===== config.mk =====
export PLATFORM = sky130hd
export DESIGN_NAME = atx_pll_rcfg_top
export DESIGN_NICKNAME = d
export VERILOG_FILES = /design/src/rcfg_bus_pkg.sv /design/src/pll_csr_pkg.sv /design/src/rcfg_if_split.sv /design/src/pll_status_sync.sv /design/src/pll_soft_csr.sv /design/src/atx_pll_rcfg_top.sv
export VERILOG_INCLUDE_DIRS = /design/src
export SDC_FILE = /design/constraint.sdc
export NUM_CORES = 1
export LEC_CHECK = 0
export BUFFER_PORTS_ARGS = -buffer_cell sky130_fd_sc_hd__buf_4
export CORE_UTILIZATION = 40
export CTS_BUF_LIST = sky130_fd_sc_hd__clkbuf_8
export CTS_CLUSTER_SIZE = 16
export DETAILED_ROUTE_END_ITERATION = 10
export PLACE_DENSITY_LB_ADDON = 0.25
export SYNTH_ARGS = -nofsm -noshare
export SYNTH_HDL_FRONTEND = slang
export SYNTH_SLANG_ARGS = --single-unit

===== constraint.sdc =====
create_clock -name reconfig_clk -period 1.68 [get_ports reconfig_clk]
set_input_delay 0.252 -clock reconfig_clk [delete_from_list [all_inputs] [get_ports reconfig_clk]]
set_output_delay 0.252 -clock reconfig_clk [all_outputs]
set_load 0.01 [all_outputs]

===== src/atx_pll_rcfg_macros.svh =====
/*
  Widths and register map of the ATX PLL reconfiguration front end.
  Included by the packages, the RTL and the testbench.
*/
`ifndef ATX_PLL_RCFG_MACROS_SVH
`define ATX_PLL_RCFG_MACROS_SVH

// Channel count and address split of the shared port
`define RCFG_INTERFACES 2
`define RCFG_SEL_BITS   1
`define RCFG_ADDR_BITS  10

// Data widths on the user and transceiver sides
`define RCFG_DATA_WIDTH 32
`define XCVR_DATA_WIDTH 8

// Soft CSR window and its register offsets
`define CSR_SEL_BIT     9
`define CSR_STATUS_OFS  0
`define CSR_CTRL_OFS    1

`endif


===== src/rcfg_bus_pkg.sv =====
/*
  Types of the reconfiguration bus, for the shared user port
  and the per-channel transceiver register port.
*/
`include "atx_pll_rcfg_macros.svh"

package rcfg_bus_pkg;

  // Full user address, channel select on top of the channel address
  typedef logic [`RCFG_SEL_BITS+`RCFG_ADDR_BITS-1:0] rcfg_addr_t;

  // Address inside one channel
  typedef logic [`RCFG_ADDR_BITS-1:0] chnl_addr_t;

  typedef logic [`RCFG_DATA_WIDTH-1:0] rcfg_data_t;
  typedef logic [`XCVR_DATA_WIDTH-1:0] xcvr_data_t;

  // Channel index taken from the top address bits
  typedef logic [`RCFG_SEL_BITS-1:0] chnl_sel_t;

endpackage


===== src/pll_csr_pkg.sv =====
/*
  Types of the per-channel soft CSR: register offset, status byte
  and the read FSM states.
*/
`include "atx_pll_rcfg_macros.svh"

package pll_csr_pkg;

  // Offset inside the CSR window, the bits below the CSR select bit
  typedef logic [`CSR_SEL_BIT-1:0] csr_ofs_t;

  // Status byte layout
  // bit 0 locked, bit 1 cal_busy, bit 2 avmm_busy, bit 3 powerdown request
  typedef logic [`XCVR_DATA_WIDTH-1:0] pll_status_t;

  // A CSR read takes one wait cycle, then completes in CSR_RESP
  typedef enum logic {
    CSR_IDLE,
    CSR_RESP
  } csr_state_t;

endpackage


===== src/rcfg_if_split.sv =====
/*
  Splits the shared reconfiguration port into per-channel requests.
  The top address bits pick the channel; its response is muxed back
  and widened to the user data width.
*/
`include "atx_pll_rcfg_macros.svh"

module rcfg_if_split import rcfg_bus_pkg::*; (
  input  logic                         reconfig_write,
  input  logic                         reconfig_read,
  input  rcfg_addr_t                   reconfig_address,
  input  rcfg_data_t                   reconfig_writedata,
  output rcfg_data_t                   reconfig_readdata,
  output logic                         reconfig_waitrequest,

  output logic [`RCFG_INTERFACES-1:0]  chnl_write,
  output logic [`RCFG_INTERFACES-1:0]  chnl_read,
  output chnl_addr_t                   chnl_address,
  output xcvr_data_t                   chnl_writedata,
  input  xcvr_data_t                   chnl_readdata [`RCFG_INTERFACES],
  input  logic [`RCFG_INTERFACES-1:0]  chnl_waitrequest
);

  chnl_sel_t  chnl_sel;
  logic       sel_valid;
  xcvr_data_t sel_byte;
  logic       sel_wait;

  assign chnl_sel  = reconfig_address[`RCFG_ADDR_BITS +: `RCFG_SEL_BITS];
  assign sel_valid = (int'(chnl_sel) < `RCFG_INTERFACES);

  // Address and the low data byte go to every channel, strobes only to one
  assign chnl_address   = reconfig_address[`RCFG_ADDR_BITS-1:0];
  assign chnl_writedata = reconfig_writedata[`XCVR_DATA_WIDTH-1:0];

  for (genvar i = 0; i < `RCFG_INTERFACES; i++) begin : g_strobe
    assign chnl_write[i] = reconfig_write & (chnl_sel == chnl_sel_t'(i));
    assign chnl_read[i]  = reconfig_read  & (chnl_sel == chnl_sel_t'(i));
  end

  // A select with no channel behind it completes at once and reads zero
  always_comb begin
    sel_byte = '0;
    sel_wait = 1'b0;
    if (sel_valid) begin
      sel_byte = chnl_readdata[chnl_sel];
      sel_wait = chnl_waitrequest[chnl_sel];
    end
  end

  assign reconfig_readdata    = {{(`RCFG_DATA_WIDTH-`XCVR_DATA_WIDTH){1'b0}}, sel_byte};
  assign reconfig_waitrequest = sel_wait;

endmodule


===== src/pll_status_sync.sv =====
/*
  Brings one channel's PLL status bits into the reconfig clock domain
  through two flip-flop stages and packs them into the status byte.
*/
`include "atx_pll_rcfg_macros.svh"

module pll_status_sync import pll_csr_pkg::*; (
  input  logic        reconfig_clk,
  input  logic        arst_n,
  input  logic        in_pll_powerdown,
  input  logic        in_pll_locked,
  input  logic        in_pll_cal_busy,
  input  logic        in_avmm_busy,
  output pll_status_t status
);

  logic [3:0] meta_q;
  logic [3:0] sync_q;

  always_ff @(posedge reconfig_clk or negedge arst_n) begin
    if (!arst_n) begin
      meta_q <= '0;
      sync_q <= '0;
    end else begin
      meta_q <= {in_pll_powerdown, in_avmm_busy, in_pll_cal_busy, in_pll_locked};
      sync_q <= meta_q;
    end
  end

  // Upper bits of the byte are reserved
  assign status = {{(`XCVR_DATA_WIDTH-4){1'b0}}, sync_q};

endmodule


===== src/pll_soft_csr.sv =====
/*
  Per-channel router and soft CSR. Address bit CSR_SEL_BIT low goes
  to the transceiver register port; high hits the local status and
  control registers, which can override the PLL powerdown.
*/
`include "atx_pll_rcfg_macros.svh"

module pll_soft_csr
  import rcfg_bus_pkg::*;
  import pll_csr_pkg::*;
(
  input  logic        reconfig_clk,
  input  logic        arst_n,

  // Channel request from the split
  input  logic        chnl_write,
  input  logic        chnl_read,
  input  chnl_addr_t  chnl_address,
  input  xcvr_data_t  chnl_writedata,
  output xcvr_data_t  chnl_readdata,
  output logic        chnl_waitrequest,

  // Transceiver register port
  output logic        avmm_write,
  output logic        avmm_read,
  output chnl_addr_t  avmm_address,
  output xcvr_data_t  avmm_writedata,
  input  xcvr_data_t  avmm_readdata,
  input  logic        avmm_waitrequest,

  // PLL side
  input  pll_status_t status,
  input  logic        in_pll_powerdown,
  output logic        out_pll_powerdown
);

  logic       csr_sel;
  csr_ofs_t   csr_ofs;
  logic       csr_read;
  logic       csr_write;
  logic       csr_wait;
  csr_state_t state_q;
  xcvr_data_t csr_rdata_d;
  xcvr_data_t csr_rdata_q;
  logic [1:0] ctrl_q;

  assign csr_sel = chnl_address[`CSR_SEL_BIT];
  assign csr_ofs = chnl_address[`CSR_SEL_BIT-1:0];

  assign csr_read  = chnl_read  & csr_sel;
  assign csr_write = chnl_write & csr_sel;

  // Transceiver strobes stay low while the CSR window is addressed
  assign avmm_read      = chnl_read  & ~csr_sel;
  assign avmm_write     = chnl_write & ~csr_sel;
  assign avmm_address   = chnl_address;
  assign avmm_writedata = chnl_writedata;

  // Register read mux
  always_comb begin
    case (csr_ofs)
      csr_ofs_t'(`CSR_STATUS_OFS): csr_rdata_d = status;
      csr_ofs_t'(`CSR_CTRL_OFS):   csr_rdata_d = {{(`XCVR_DATA_WIDTH-2){1'b0}}, ctrl_q};
      default:                     csr_rdata_d = '0;
    endcase
  end

  // Read FSM, one wait cycle then the registered data
  always_ff @(posedge reconfig_clk or negedge arst_n) begin
    if (!arst_n) begin
      state_q <= CSR_IDLE;
    end else begin
      case (state_q)
        CSR_IDLE: if (csr_read) state_q <= CSR_RESP;
        CSR_RESP: state_q <= CSR_IDLE;
        default:  state_q <= CSR_IDLE;
      endcase
    end
  end

  always_ff @(posedge reconfig_clk) begin
    if (state_q == CSR_IDLE && csr_read) begin
      csr_rdata_q <= csr_rdata_d;
    end
  end

  // Writes never wait, only the first read cycle does
  assign csr_wait = csr_read & (state_q == CSR_IDLE);

  // bit 0 override enable, bit 1 override value
  always_ff @(posedge reconfig_clk or negedge arst_n) begin
    if (!arst_n) begin
      ctrl_q <= '0;
    end else if (csr_write && csr_ofs == csr_ofs_t'(`CSR_CTRL_OFS)) begin
      ctrl_q <= chnl_writedata[1:0];
    end
  end

  assign out_pll_powerdown = ctrl_q[0] ? ctrl_q[1] : in_pll_powerdown;

  assign chnl_readdata    = csr_sel ? csr_rdata_q : avmm_readdata;
  assign chnl_waitrequest = csr_sel ? csr_wait    : avmm_waitrequest;

endmodule


===== src/atx_pll_rcfg_top.sv =====
/*
  ATX PLL reconfiguration front end. One shared user port reaches
  RCFG_INTERFACES PLL channels, each with a transceiver register
  port and a soft CSR for status and powerdown override.
*/
`include "atx_pll_rcfg_macros.svh"

module atx_pll_rcfg_top
  import rcfg_bus_pkg::*;
  import pll_csr_pkg::*;
(
  input  logic                         reconfig_clk,
  input  logic                         arst_n,

  // Shared user port
  input  logic                         reconfig_write,
  input  logic                         reconfig_read,
  input  rcfg_addr_t                   reconfig_address,
  input  rcfg_data_t                   reconfig_writedata,
  output rcfg_data_t                   reconfig_readdata,
  output logic                         reconfig_waitrequest,

  // Transceiver register ports, one per channel
  output logic [`RCFG_INTERFACES-1:0]  avmm_write,
  output logic [`RCFG_INTERFACES-1:0]  avmm_read,
  output chnl_addr_t                   avmm_address   [`RCFG_INTERFACES],
  output xcvr_data_t                   avmm_writedata [`RCFG_INTERFACES],
  input  xcvr_data_t                   avmm_readdata  [`RCFG_INTERFACES],
  input  logic [`RCFG_INTERFACES-1:0]  avmm_waitrequest,

  // PLL status and control, one bit per channel
  input  logic [`RCFG_INTERFACES-1:0]  in_pll_powerdown,
  input  logic [`RCFG_INTERFACES-1:0]  in_pll_locked,
  input  logic [`RCFG_INTERFACES-1:0]  in_pll_cal_busy,
  input  logic [`RCFG_INTERFACES-1:0]  in_avmm_busy,
  output logic [`RCFG_INTERFACES-1:0]  out_pll_powerdown
);

  logic [`RCFG_INTERFACES-1:0] chnl_write;
  logic [`RCFG_INTERFACES-1:0] chnl_read;
  chnl_addr_t                  chnl_address;
  xcvr_data_t                  chnl_writedata;
  xcvr_data_t                  chnl_readdata [`RCFG_INTERFACES];
  logic [`RCFG_INTERFACES-1:0] chnl_waitrequest;
  pll_status_t                 status [`RCFG_INTERFACES];

  rcfg_if_split u_split (
    .reconfig_write       (reconfig_write),
    .reconfig_read        (reconfig_read),
    .reconfig_address     (reconfig_address),
    .reconfig_writedata   (reconfig_writedata),
    .reconfig_readdata    (reconfig_readdata),
    .reconfig_waitrequest (reconfig_waitrequest),
    .chnl_write           (chnl_write),
    .chnl_read            (chnl_read),
    .chnl_address         (chnl_address),
    .chnl_writedata       (chnl_writedata),
    .chnl_readdata        (chnl_readdata),
    .chnl_waitrequest     (chnl_waitrequest)
  );

  for (genvar i = 0; i < `RCFG_INTERFACES; i++) begin : g_chnl
    pll_status_sync u_sync (
      .reconfig_clk     (reconfig_clk),
      .arst_n           (arst_n),
      .in_pll_powerdown (in_pll_powerdown[i]),
      .in_pll_locked    (in_pll_locked[i]),
      .in_pll_cal_busy  (in_pll_cal_busy[i]),
      .in_avmm_busy     (in_avmm_busy[i]),
      .status           (status[i])
    );

    pll_soft_csr u_csr (
      .reconfig_clk      (reconfig_clk),
      .arst_n            (arst_n),
      .chnl_write        (chnl_write[i]),
      .chnl_read         (chnl_read[i]),
      .chnl_address      (chnl_address),
      .chnl_writedata    (chnl_writedata),
      .chnl_readdata     (chnl_readdata[i]),
      .chnl_waitrequest  (chnl_waitrequest[i]),
      .avmm_write        (avmm_write[i]),
      .avmm_read         (avmm_read[i]),
      .avmm_address      (avmm_address[i]),
      .avmm_writedata    (avmm_writedata[i]),
      .avmm_readdata     (avmm_readdata[i]),
      .avmm_waitrequest  (avmm_waitrequest[i]),
      .status            (status[i]),
      .in_pll_powerdown  (in_pll_powerdown[i]),
      .out_pll_powerdown (out_pll_powerdown[i])
    );
  end

endmodule


==> out/qor.yml, run 1 <==
yosys:
  synth.avg_cell_area_sq_um: 11.7
  seq_area_frac_synth_pct: 45.1
  ys_seq_elements: 30
  synth_area_sq_mm: 0.00175
  yosys_warnings: 0
  syn_inst: 150
  synth_cell_types: 23
global_routing:
  antenna_found_initial: 0
  grt_max_degree: 23
  grt_pass1_wl_um: 4350
  first_global_vias: 989
  grt.total_usage_pct: 13.2
  grt.overflow.total: 0
pwr:
  p_clk_share_pct: 34.1
  ir_drop_v: 0.000466
  p_sw_share_pct: 23.4
  cellLeakagePower_nw: 1.04
  seqPwrFrac_pct: 47.5
  powerDensity_mw_per_mm2: 782
  p_int_mw: 1.26
  switchingPower_mw: 0.386
  share_comb_of_total_power_pct: 18.4
finish:
  final_cells: 244
  design_area_sq_mm: 0.00211
  fillers: 382
  seqCellArea_sq_um: 791
  nets: 266
  syn_to_final_growth_pct: 20.4
  mostFrequentLayoutCells: "buf_4, conb_1, dfrtp_1"
  drive_gt1_share_pct: 54.1
  n_antenna_cell: 0
  layout_commonest_cell: "buf_4"
  multiInputGateArea_sq_um: 534
route:
  dr.pass1.iters: 3
  wl_met2_um: 1670
  top_layer_used: "met4"
  ant_nets: 0
  drc_errors: 0
  met1_length_um: 1050
  routed_wl_um: 3100
  avgViaCountPerCell: 4.40
  wl_met3_um: 346
  dr.first_iter.drc_count: 30
  vias: 1074
  post_drt_wl_per_cell_um: 12.7
place:
  port_buffers: 81
  placed_area_sq_mm: 0.00201
  dp.final_hpwl_um: 2590
  globalplace.congestion: 0.656
  placed_cells: 235
clock_network:
  cts-htree-levels: 2
  cts_num_sinks: 30
  clockBufferDepth: 2
  cts-root-buf: "clkbuf_8"
  cts_resized: 0
  clk-insertion-delay-late_ns: 0.27
  cts_made_buffers: 5
  cts_tree: "built"
  cts.clk_slew.worst_paths_ns: 0.06
floorplanning:
  initial_utilization_pct: 42.6
  io_pins: 148
  fp.dieH_um: 68.2
  core_sq_mm: 0.00412
  dieArea_sq_mm: 0.00465
  die_x_um: 68.2
  rows: 23
worst_hold_path:
  hold_class: "primary input to register"
timing:
  setup-tns-final_ns: 0
  report.final.slew_viol_count: 0
  hold_viol_final: 0
  grt_setup_unrepaired: "no"
  fin_worst_skew_ns: 0.00139
  min_period_over_period_pct: 89.6
  fmax_mhz: 665
  min_period_ns: 1.50
  finalSetupViolCount: 0
setup_path:
  crit_type: "register to output port"
  worst_ep_arrival_time_ns: 1.25
  worstSetupEndpointType: "output port"
  cp-start-kind: "register"
  path_max_fanout: 1
  cp.required_ns: 1.43
  r2r_slack_ns: 0.54
status:
  status: "finished, final reports clean"
flow_run:
  cap_violations: 0
through the flow:
step | setup WS [ns] | hold WS [ns] | util (%) | power, mW
6_report | 0.175 | 0.0821 | 51.3 | 1.65
3_3_place_gp | 0.00183 | 0.142 | 48.9 | 1.10
5_1_grt | 0.0986 | 0.0608 | 51.3 | 1.75
3_5_place_dp | -0.0280 | 0.151 | 48.9 | 1.10
2_1_floorplan | 0.138 | -0.0436 | - | 1.04
4_1_cts | 0.152 | 0.0683 | 51.3 | 1.68
layer usage:
| metal | track usage [%] | up-vias |
|---|---|---|
| li1 | - | 502 |
| met1 | 12.8 | 497 |
| met2 | 24.4 | 70 |
| met3 | 5.50 | 5 |
| met4 | 4.95 | 0 |
| met5 | 0 | - |
cells by family after synthesis:
group | after synthesis | synth area share (%)
AOI/OAI and AO/OA | 1 | 0.285
DFF | 30 | 45.1
muxes | 20 | 14.7
buffers and inverters | 71 | 29.4
and+or+nand+nor | 27 | 10.3
other | 1 | 0.214
final cells by class:
cell class	count	share of cell area, %
timing repair buffer	84	30.0
sequential	30	37.4
clock buffer	6	3.91
clock inverter	2	0.415
multi-input combinational	72	25.3
tap	50	2.96
synthesized netlist by cell type:
master | number | area (sq um)
buf_4 | 66 | 495
dfrtp_1 | 22 | 551
mux2i_1 | 10 | 100
edfxtp_1 | 8 | 240
nor2_1 | 8 | 30.0
mux2_2 | 6 | 67.6
and2_1 | 4 | 25.0
clkbuf_1 | 4 | 15.0
mux4_2 | 4 | 90.1
and3b_1 | 2 | 17.5
nor3_2 | 2 | 20.0
nor3b_1 | 2 | 15.0
or4_4 | 2 | 22.5
and4b_1 | 1 | 10.0
buf_2 | 1 | 5.00
conb_1 | 1 | 3.75
nand3_1 | 1 | 5.00
nand4_1 | 1 | 6.26
nand4b_1 | 1 | 8.76
nor3_1 | 1 | 5.00
nor4bb_1 | 1 | 10.0
o21ai_0 | 1 | 5.00
or2_2 | 1 | 6.26
critical path, cell delays in order, from the launching register on:
cell and delay [ns]:
edfxtp_1 0.36, mux4_2 0.47, buf_4 0.16
flip-flops by register name (all words and copies together) (netlist names):
register / flops
g_chnl.u_sync.meta_q: 8
g_chnl.u_csr.csr_rdata_q: 8
g_chnl.u_sync.sync_q: 8
g_chnl.u_csr.ctrl_q: 4
g_chnl.u_csr.state_q: 2
power by group through the flow:
stage | sequential [mW] | combinational [mW] | clock, mW
floorplan | 0.796 | 0.240 | 0
global placement | 0.798 | 0.299 | 0
detailed placement | 0.799 | 0.306 | 0
CTS | 0.785 | 0.308 | 0.588
global route | 0.787 | 0.331 | 0.632
finish | 0.785 | 0.304 | 0.563
timing repair:
action                                  CTS  global route
endpoints found under the setup margin    0             0
buffers inserted                          0             0
hold endpoints to repair                 22             0
hold buffers                              1             0
worst paths after layout:
kind | start | depth (start not counted) | end
min reg2reg | g_chnl[0].u_sync.meta_q[0] | 0 | g_chnl[0].u_sync.sync_q[0]
max | g_chnl[1].u_csr.csr_rdata_q[1] | 2 | reconfig_readdata[1]
min | in_pll_locked[1] | 1 | g_chnl[1].u_sync.meta_q[0]
min in group asynchronous | arst_n | 2 | g_chnl[1].u_sync.meta_q[0]
max in group asynchronous | arst_n | 2 | g_chnl[0].u_sync.meta_q[0]
max reg2reg | g_chnl[0].u_csr.state_q | 2 | g_chnl[0].u_csr.csr_rdata_q[3]
Note: power is estimated with default switching activity, not from simulation.
==> run 2, diff against run 1 <==
--- a/config.mk
+++ b/config.mk
@@ -7,7 +7,7 @@
 export NUM_CORES = 1
 export LEC_CHECK = 0
 export BUFFER_PORTS_ARGS = -buffer_cell sky130_fd_sc_hd__buf_4
-export CORE_UTILIZATION = 40
+export CORE_UTILIZATION = 43
 export CTS_BUF_LIST = sky130_fd_sc_hd__clkbuf_8
 export CTS_CLUSTER_SIZE = 16
 export DETAILED_ROUTE_END_ITERATION = 10
==> constraint.sdc (replaced) <==
create_clock -name reconfig_clk -period 1.9 [get_ports reconfig_clk]
set_input_delay 0.285 -clock reconfig_clk [delete_from_list [all_inputs] [get_ports reconfig_clk]]
set_output_delay 0.285 -clock reconfig_clk [all_outputs]
set_load 0.01 [all_outputs]
==> run 2 against run 1 <==
Against the previous run:
- global-route usage grew 0.12 points
- total power shrank 12%
- sequential share of layout area grew 0.18 points
- worst setup slack better by 0.18 ns
- non-clock buffer count shrank 1
- cell area fell by 0.47%
- register-to-register slack improved by 0.24 ns
- first-iteration DRC count rose by 10%
- sequential power shrank 12%
- final cell count decreased by 1.2%
- via count down 3.9%
- critical path type unchanged
- largest cell class unchanged
- largest power group unchanged
==> out/qor.yml, run 2 (synthesized netlist as in run 1, its figures left out) <==
setup_path:
  cp_slowest_cell: "mux4_2"
  cpPeakStageDelay_ns: 0.47  # about the same
  rr_worst_depth: 2  # unchanged
  cp-startpoint: "g_chnl[1].u_csr.csr_rdata_q[3]"
  worst_ep_arrival_time_ns: 1.26  # about the same
  crit_path_cell_trace: "mux4_2, buf_4"
  critical_path.endpoint: "reconfig_readdata[3]"
  cp.required_ns: 1.62  # +0.19 ns
  r2r_slack_ns: 0.78  # +0.24 ns
  crit_type: "register to output port"
  cp-start-kind: "register"
  worstSetupEndpointType: "output port"
  timing.rr.end: "g_chnl[0].u_csr.csr_rdata_q[3]"
  reg2reg_from: "g_chnl[0].u_csr.state_q"
  path_max_fanout: 1  # unchanged
route:
  drc_errors: 0  # unchanged
  avgViaCountPerCell: 4.28  # -2.7%
  dr.pass1.iters: 2  # -1
  ant_nets: 0  # unchanged
  routed_wl_um: 2950  # -4.7%
  vias: 1032  # -3.9%
  post_drt_wl_per_cell_um: 12.2  # -3.5%
  dr.first_iter.drc_count: 33  # +10%
floorplanning:
  io_pins: 148  # unchanged
  core_sq_mm: 0.00380  # -7.7%
  rows: 22  # -4.3%
  initial_utilization_pct: 46.2  # +3.6 points
  die_x_um: 65.9  # -3.4%
  fp.dieH_um: 65.9  # -3.4%
  dieArea_sq_mm: 0.00434  # -6.8%
timing:
  hold_viol_final: 0  # unchanged
  fin_worst_skew_ns: 0.00176  # +0.000374 ns
  min_period_ns: 1.55
  setup-tns-final_ns: 0  # unchanged
  report.final.slew_viol_count: 0  # unchanged
  finalSetupViolCount: 0  # unchanged
  grt_setup_unrepaired: "no"
  min_period_over_period_pct: 81.4
  fmax_mhz: 647
  fin_hold_ws_ns: 0.120  # +0.0379 ns
clock_network:
  cts_tree: "built"
  cts-htree-levels: 2  # unchanged
  cts_num_sinks: 30  # unchanged
  cts-root-buf: "clkbuf_8"
  clk-insertion-delay-late_ns: 0.27  # about the same
  cts_made_buffers: 5  # unchanged
  cts.clk_slew.worst_paths_ns: 0.06  # about the same
  clockBufferDepth: 2  # unchanged
global_routing:
  grt.overflow.total: 0  # unchanged
  antenna_found_initial: 0  # unchanged
  grt_max_degree: 23  # unchanged
  grt.total_usage_pct: 13.3  # +0.12 points
  first_global_vias: 987  # -0.20%
  grt_pass1_wl_um: 4220  # -3.0%
finish:
  reg.largest.list: "g_chnl.u_csr.csr_rdata_q (8), g_chnl.u_sync.meta_q (8), g_chnl.u_sync.sync_q (8)"
  n_antenna_cell: 0  # unchanged
  mostFrequentLayoutCells: "buf_4, conb_1, dfrtp_1"
  fillers: 332  # -13%
  multiInputGateArea_sq_um: 534  # unchanged
  layout_commonest_cell: "buf_4"
  nets: 265  # -0.38%
  drive_gt1_share_pct: 53.9  # -0.24 points
  seqCellArea_sq_um: 791  # unchanged
  syn_to_final_growth_pct: 19.8
flow_run:
  cap_violations: 0  # unchanged
place:
  globalplace.congestion: 0.687  # +4.6%
  dp.final_hpwl_um: 2370  # -8.6%
  port_buffers: 81  # unchanged
pwr:
  ir_drop_v: 0.000526  # +13%
  powerDensity_mw_per_mm2: 692  # -12%
  cellLeakagePower_nw: 1.03  # -0.46%
status:
  status: "finished, final reports clean"
worst_hold_path:
  hold_class: "primary input to register"
run 2: critical path: cells and delay by family, from the launching register on:
family	cells	cell delay, ns
buf+inv	1	0.16
flops	1	0.36
mux	1	0.47
run 2: metrics by stage:
stage                     cell area, sq um  instances  total power [mW]  util (%)  setup slack (ns)
after global placement                2000        232             0.969      52.7             0.193
after floorplan                       1840        173             0.916         -             0.325
final                                 2100        241              1.45      55.3             0.353
after CTS                             2100        241              1.48      55.3             0.330
after detailed placement              2000        232             0.973      52.7             0.156
after global routing                  2100        241              1.54      55.3             0.311
run 2: worst min-delay path by stage:
stage                            start                         end  depth (start not counted)
floorplan                       arst_n   g_chnl[0].u_csr.ctrl_q[0]                          0
global placement                arst_n  g_chnl[1].u_sync.meta_q[0]                          1
detailed placement              arst_n  g_chnl[0].u_sync.meta_q[2]                          1
CTS                 in_pll_cal_busy[1]  g_chnl[1].u_sync.meta_q[1]                          1
global route        in_pll_cal_busy[1]  g_chnl[1].u_sync.meta_q[1]                          1
finish              in_pll_cal_busy[1]  g_chnl[1].u_sync.meta_q[1]                          1
run 2: metal layers:
metal	wire length [um]	global-route usage, %	up-vias
met2	1590	24.5	65
met1	1040	13.6	471
met3	324	5.69	0
li1	-	-	496
met5	0	0	-
met4	0	3.26	0
run 2: cell type report:
type                    count  share of cell area, %
multi-input cells          72                   25.4
well taps                  48                   2.86
flip-flops and latches     30                   37.6
repair buffers             83                   29.8
clock inverters             2                  0.417
clock buffers               6                   3.93
run 2: repair_timing:
action | in CTS | in global routing
hold buffers | 1 | 0
resized for setup | 0 | 0
endpoints found under the hold margin | 22 | 0
buffers inserted | 0 | 0
run 2: power breakdown:
group	internal [mW]	switching (mW)
clock	0.286	0.209
combinational	0.144	0.122
sequential	0.687	0.00626
total	1.12	0.337
==> run 3, diff against run 2 <==
--- a/config.mk
+++ b/config.mk
@@ -7,7 +7,7 @@
 export NUM_CORES = 1
 export LEC_CHECK = 0
 export BUFFER_PORTS_ARGS = -buffer_cell sky130_fd_sc_hd__buf_4
-export CORE_UTILIZATION = 43
+export CORE_UTILIZATION = 36
 export CTS_BUF_LIST = sky130_fd_sc_hd__clkbuf_8
 export CTS_CLUSTER_SIZE = 16
 export DETAILED_ROUTE_END_ITERATION = 10
==> constraint.sdc (replaced) <==
create_clock -name reconfig_clk -period 1.4 [get_ports reconfig_clk]
set_input_delay 0.21 -clock reconfig_clk [delete_from_list [all_inputs] [get_ports reconfig_clk]]
set_output_delay 0.21 -clock reconfig_clk [all_outputs]
set_load 0.01 [all_outputs]
==> run 3 against run 2 <==
Against the previous run:
- the flow now finishes with violations (setup timing)
- register-to-register slack lost 0.51 ns
- die area is 19% higher
- first-iteration DRC count fell by 79%
- critical path depth unchanged
==> out/qor.yml, run 3 (synthesized netlist as in run 1, its figures left out) <==
timing:
  setup-tns-final_ns: -0.214  # -0.214 ns
  min_period_ns: 1.46
  min_period_over_period_pct: 104
  fmax_mhz: 684
  report.final.slew_viol_count: 0  # unchanged
  hold_viol_final: 0  # unchanged
  finalSetupViolCount: 4  # +4
  setup_slack_ns: -0.0626  # -0.416 ns
  grt_setup_unrepaired: "yes"
  fin_worst_skew_ns: 0.00768  # +0.00592 ns
flow_run:
  cap_violations: 0  # unchanged
finish:
  fillers: 455  # +37%
  drive_gt1_share_pct: 56.4  # +2.5 points
  nets: 275  # +3.8%
  mostFrequentLayoutCells: "buf_4, conb_1, dfrtp_1"
  reg.largest.list: "g_chnl.u_csr.csr_rdata_q (8), g_chnl.u_sync.meta_q (8), g_chnl.u_sync.sync_q (8)"
  n_antenna_cell: 0  # unchanged
  layout_commonest_cell: "buf_4"
  final_cells: 256  # +6.2%
  syn_to_final_growth_pct: 25.7
place:
  globalplace.congestion: 0.691  # +0.55%
  placed_cells: 247  # +6.5%
  dp.final_hpwl_um: 2620  # +11%
  port_buffers: 81  # unchanged
  post-place-ws_ns: -0.255  # -0.411 ns
setup_path:
  worstSetupEndpointType: "output port"
  worst_ep_arrival_time_ns: 1.25  # about the same
  cp_slowest_cell: "mux4_2"
  path_max_fanout: 1  # unchanged
  crit_type: "register to output port"
  cp.required_ns: 1.19  # -0.43 ns
  crit_path_cell_trace: "mux4_2, buf_6"
  path_delay_family: "multiplexers"
  cp-start-kind: "register"
  cpPeakStageDelay_ns: 0.48  # about the same
  cp_num_buf_inv: 1  # unchanged
clock_network:
  clk-insertion-delay-late_ns: 0.27  # about the same
  cts-htree-levels: 2  # unchanged
  cts_tree: "built"
  cts_num_sinks: 30  # unchanged
  clockBufferDepth: 2  # unchanged
  cts-root-buf: "clkbuf_8"
  cts.clk_slew.worst_paths_ns: 0.06  # about the same
  cts_made_buffers: 5  # unchanged
status:
  violations: "setup timing"
  status: "complete, but fails checks"
global_routing:
  grt_max_degree: 23  # unchanged
  first_global_vias: 1055  # +6.9%
  grt.total_usage_pct: 12.4  # -0.90 points
  grt_pass1_wl_um: 4860  # +15%
  grt.overflow.total: 0  # unchanged
  antenna_found_initial: 0  # unchanged
pwr:
  report.power.total_mw: 1.99  # +37%
  powerDensity_mw_per_mm2: 904  # +31%
  cellLeakagePower_nw: 1.09  # +5.3%
  ir_drop_v: 0.000647  # +23%
floorplanning:
  fp.dieH_um: 71.8  # +9.0%
  io_pins: 148  # unchanged
  dieArea_sq_mm: 0.00516  # +19%
  initial_utilization_pct: 37.4  # -8.8 points
  rows: 25  # +14%
  die_x_um: 71.8  # +9.0%
  core_sq_mm: 0.00469  # +24%
route:
  ant_nets: 0  # unchanged
  post_drt_wl_per_cell_um: 12.6  # +2.8%
  routed_wl_um: 3230  # +9.2%
  avgViaCountPerCell: 4.28  # -0.11%
  dr.pass1.iters: 4  # +2
  vias: 1095  # +6.1%
  drc_errors: 0  # unchanged
  dr.first_iter.drc_count: 7  # -79%
worst_hold_path:
  hold_class: "primary input to register"
-- run 3: layout make-up --
class | instances | area, sq um | area share (%)
Clock buffer | 6 | 82.6 | 3.75
Tap cell | 54 | 67.6 | 3.06
Sequential cell | 30 | 791 | 35.9
Timing Repair Buffer | 93 | 716 | 32.5
Clock inverter | 1 | 3.75 | 0.170
Multi-Input combinational cell | 72 | 544 | 24.7
-- run 3: repair_timing --
item,4_1_cts,5_1_grt
setup endpoints to repair,4,5
buffers inserted,0,1
gates resized for setup,4,1
endpoints found under the hold margin,22,0
hold buffers,1,0
-- run 3: where the power goes --
group          leakage, nW  internal, mW  total (mW)  switching [mW]
Sequential           0.333         0.933       0.942         0.00962
Clock               0.0485         0.381       0.660           0.279
Combinational        0.709         0.218       0.391           0.173
-- run 3: through the flow --
stage | hold WS [ns] | util, % | instance area [sq um]
finish | 0.0461 | 47.0 | 2200
global route | 0.0298 | 47.0 | 2200
CTS | 0.0343 | 46.7 | 2190
detailed placement | 0.110 | 44.4 | 2080
global placement | 0.101 | 44.4 | 2080
floorplan | -0.0856 | - | 1850
-- run 3: final timing paths --
check,cells after the start,slack (ns),startpoint,to
min in group asynchronous,2,0.36,arst_n,g_chnl[1].u_csr.ctrl_q[0]
max in group asynchronous,2,0.82,arst_n,g_chnl[0].u_sync.sync_q[3]
setup / recovery,2,-0.06,g_chnl[1].u_csr.csr_rdata_q[1],reconfig_readdata[1]
hold reg to reg,0,0.35,g_chnl[1].u_sync.meta_q[0],g_chnl[1].u_sync.sync_q[0]
hold / removal,1,0.05,in_pll_cal_busy[1],g_chnl[1].u_sync.meta_q[1]
setup reg to reg,2,0.27,g_chnl[0].u_csr.state_q,g_chnl[0].u_csr.csr_rdata_q[2]
-- run 3: worst register-to-register path: cells and delay by family (launching register included) --
kind	cells	cell delay (ns)
buffers and inverters	1	0.19
DFF	1	0.39
and+or+nand+nor	1	0.27
-- run 3: routing by layer --
metal	GRT usage (%)	vias to the layer above	part of all wire (%)
met5	0	-	0
met3	4.92	2	9.9
li1	-	520	-
met2	22.2	73	52
met4	4.14	0	0.43
met1	13.3	500	37
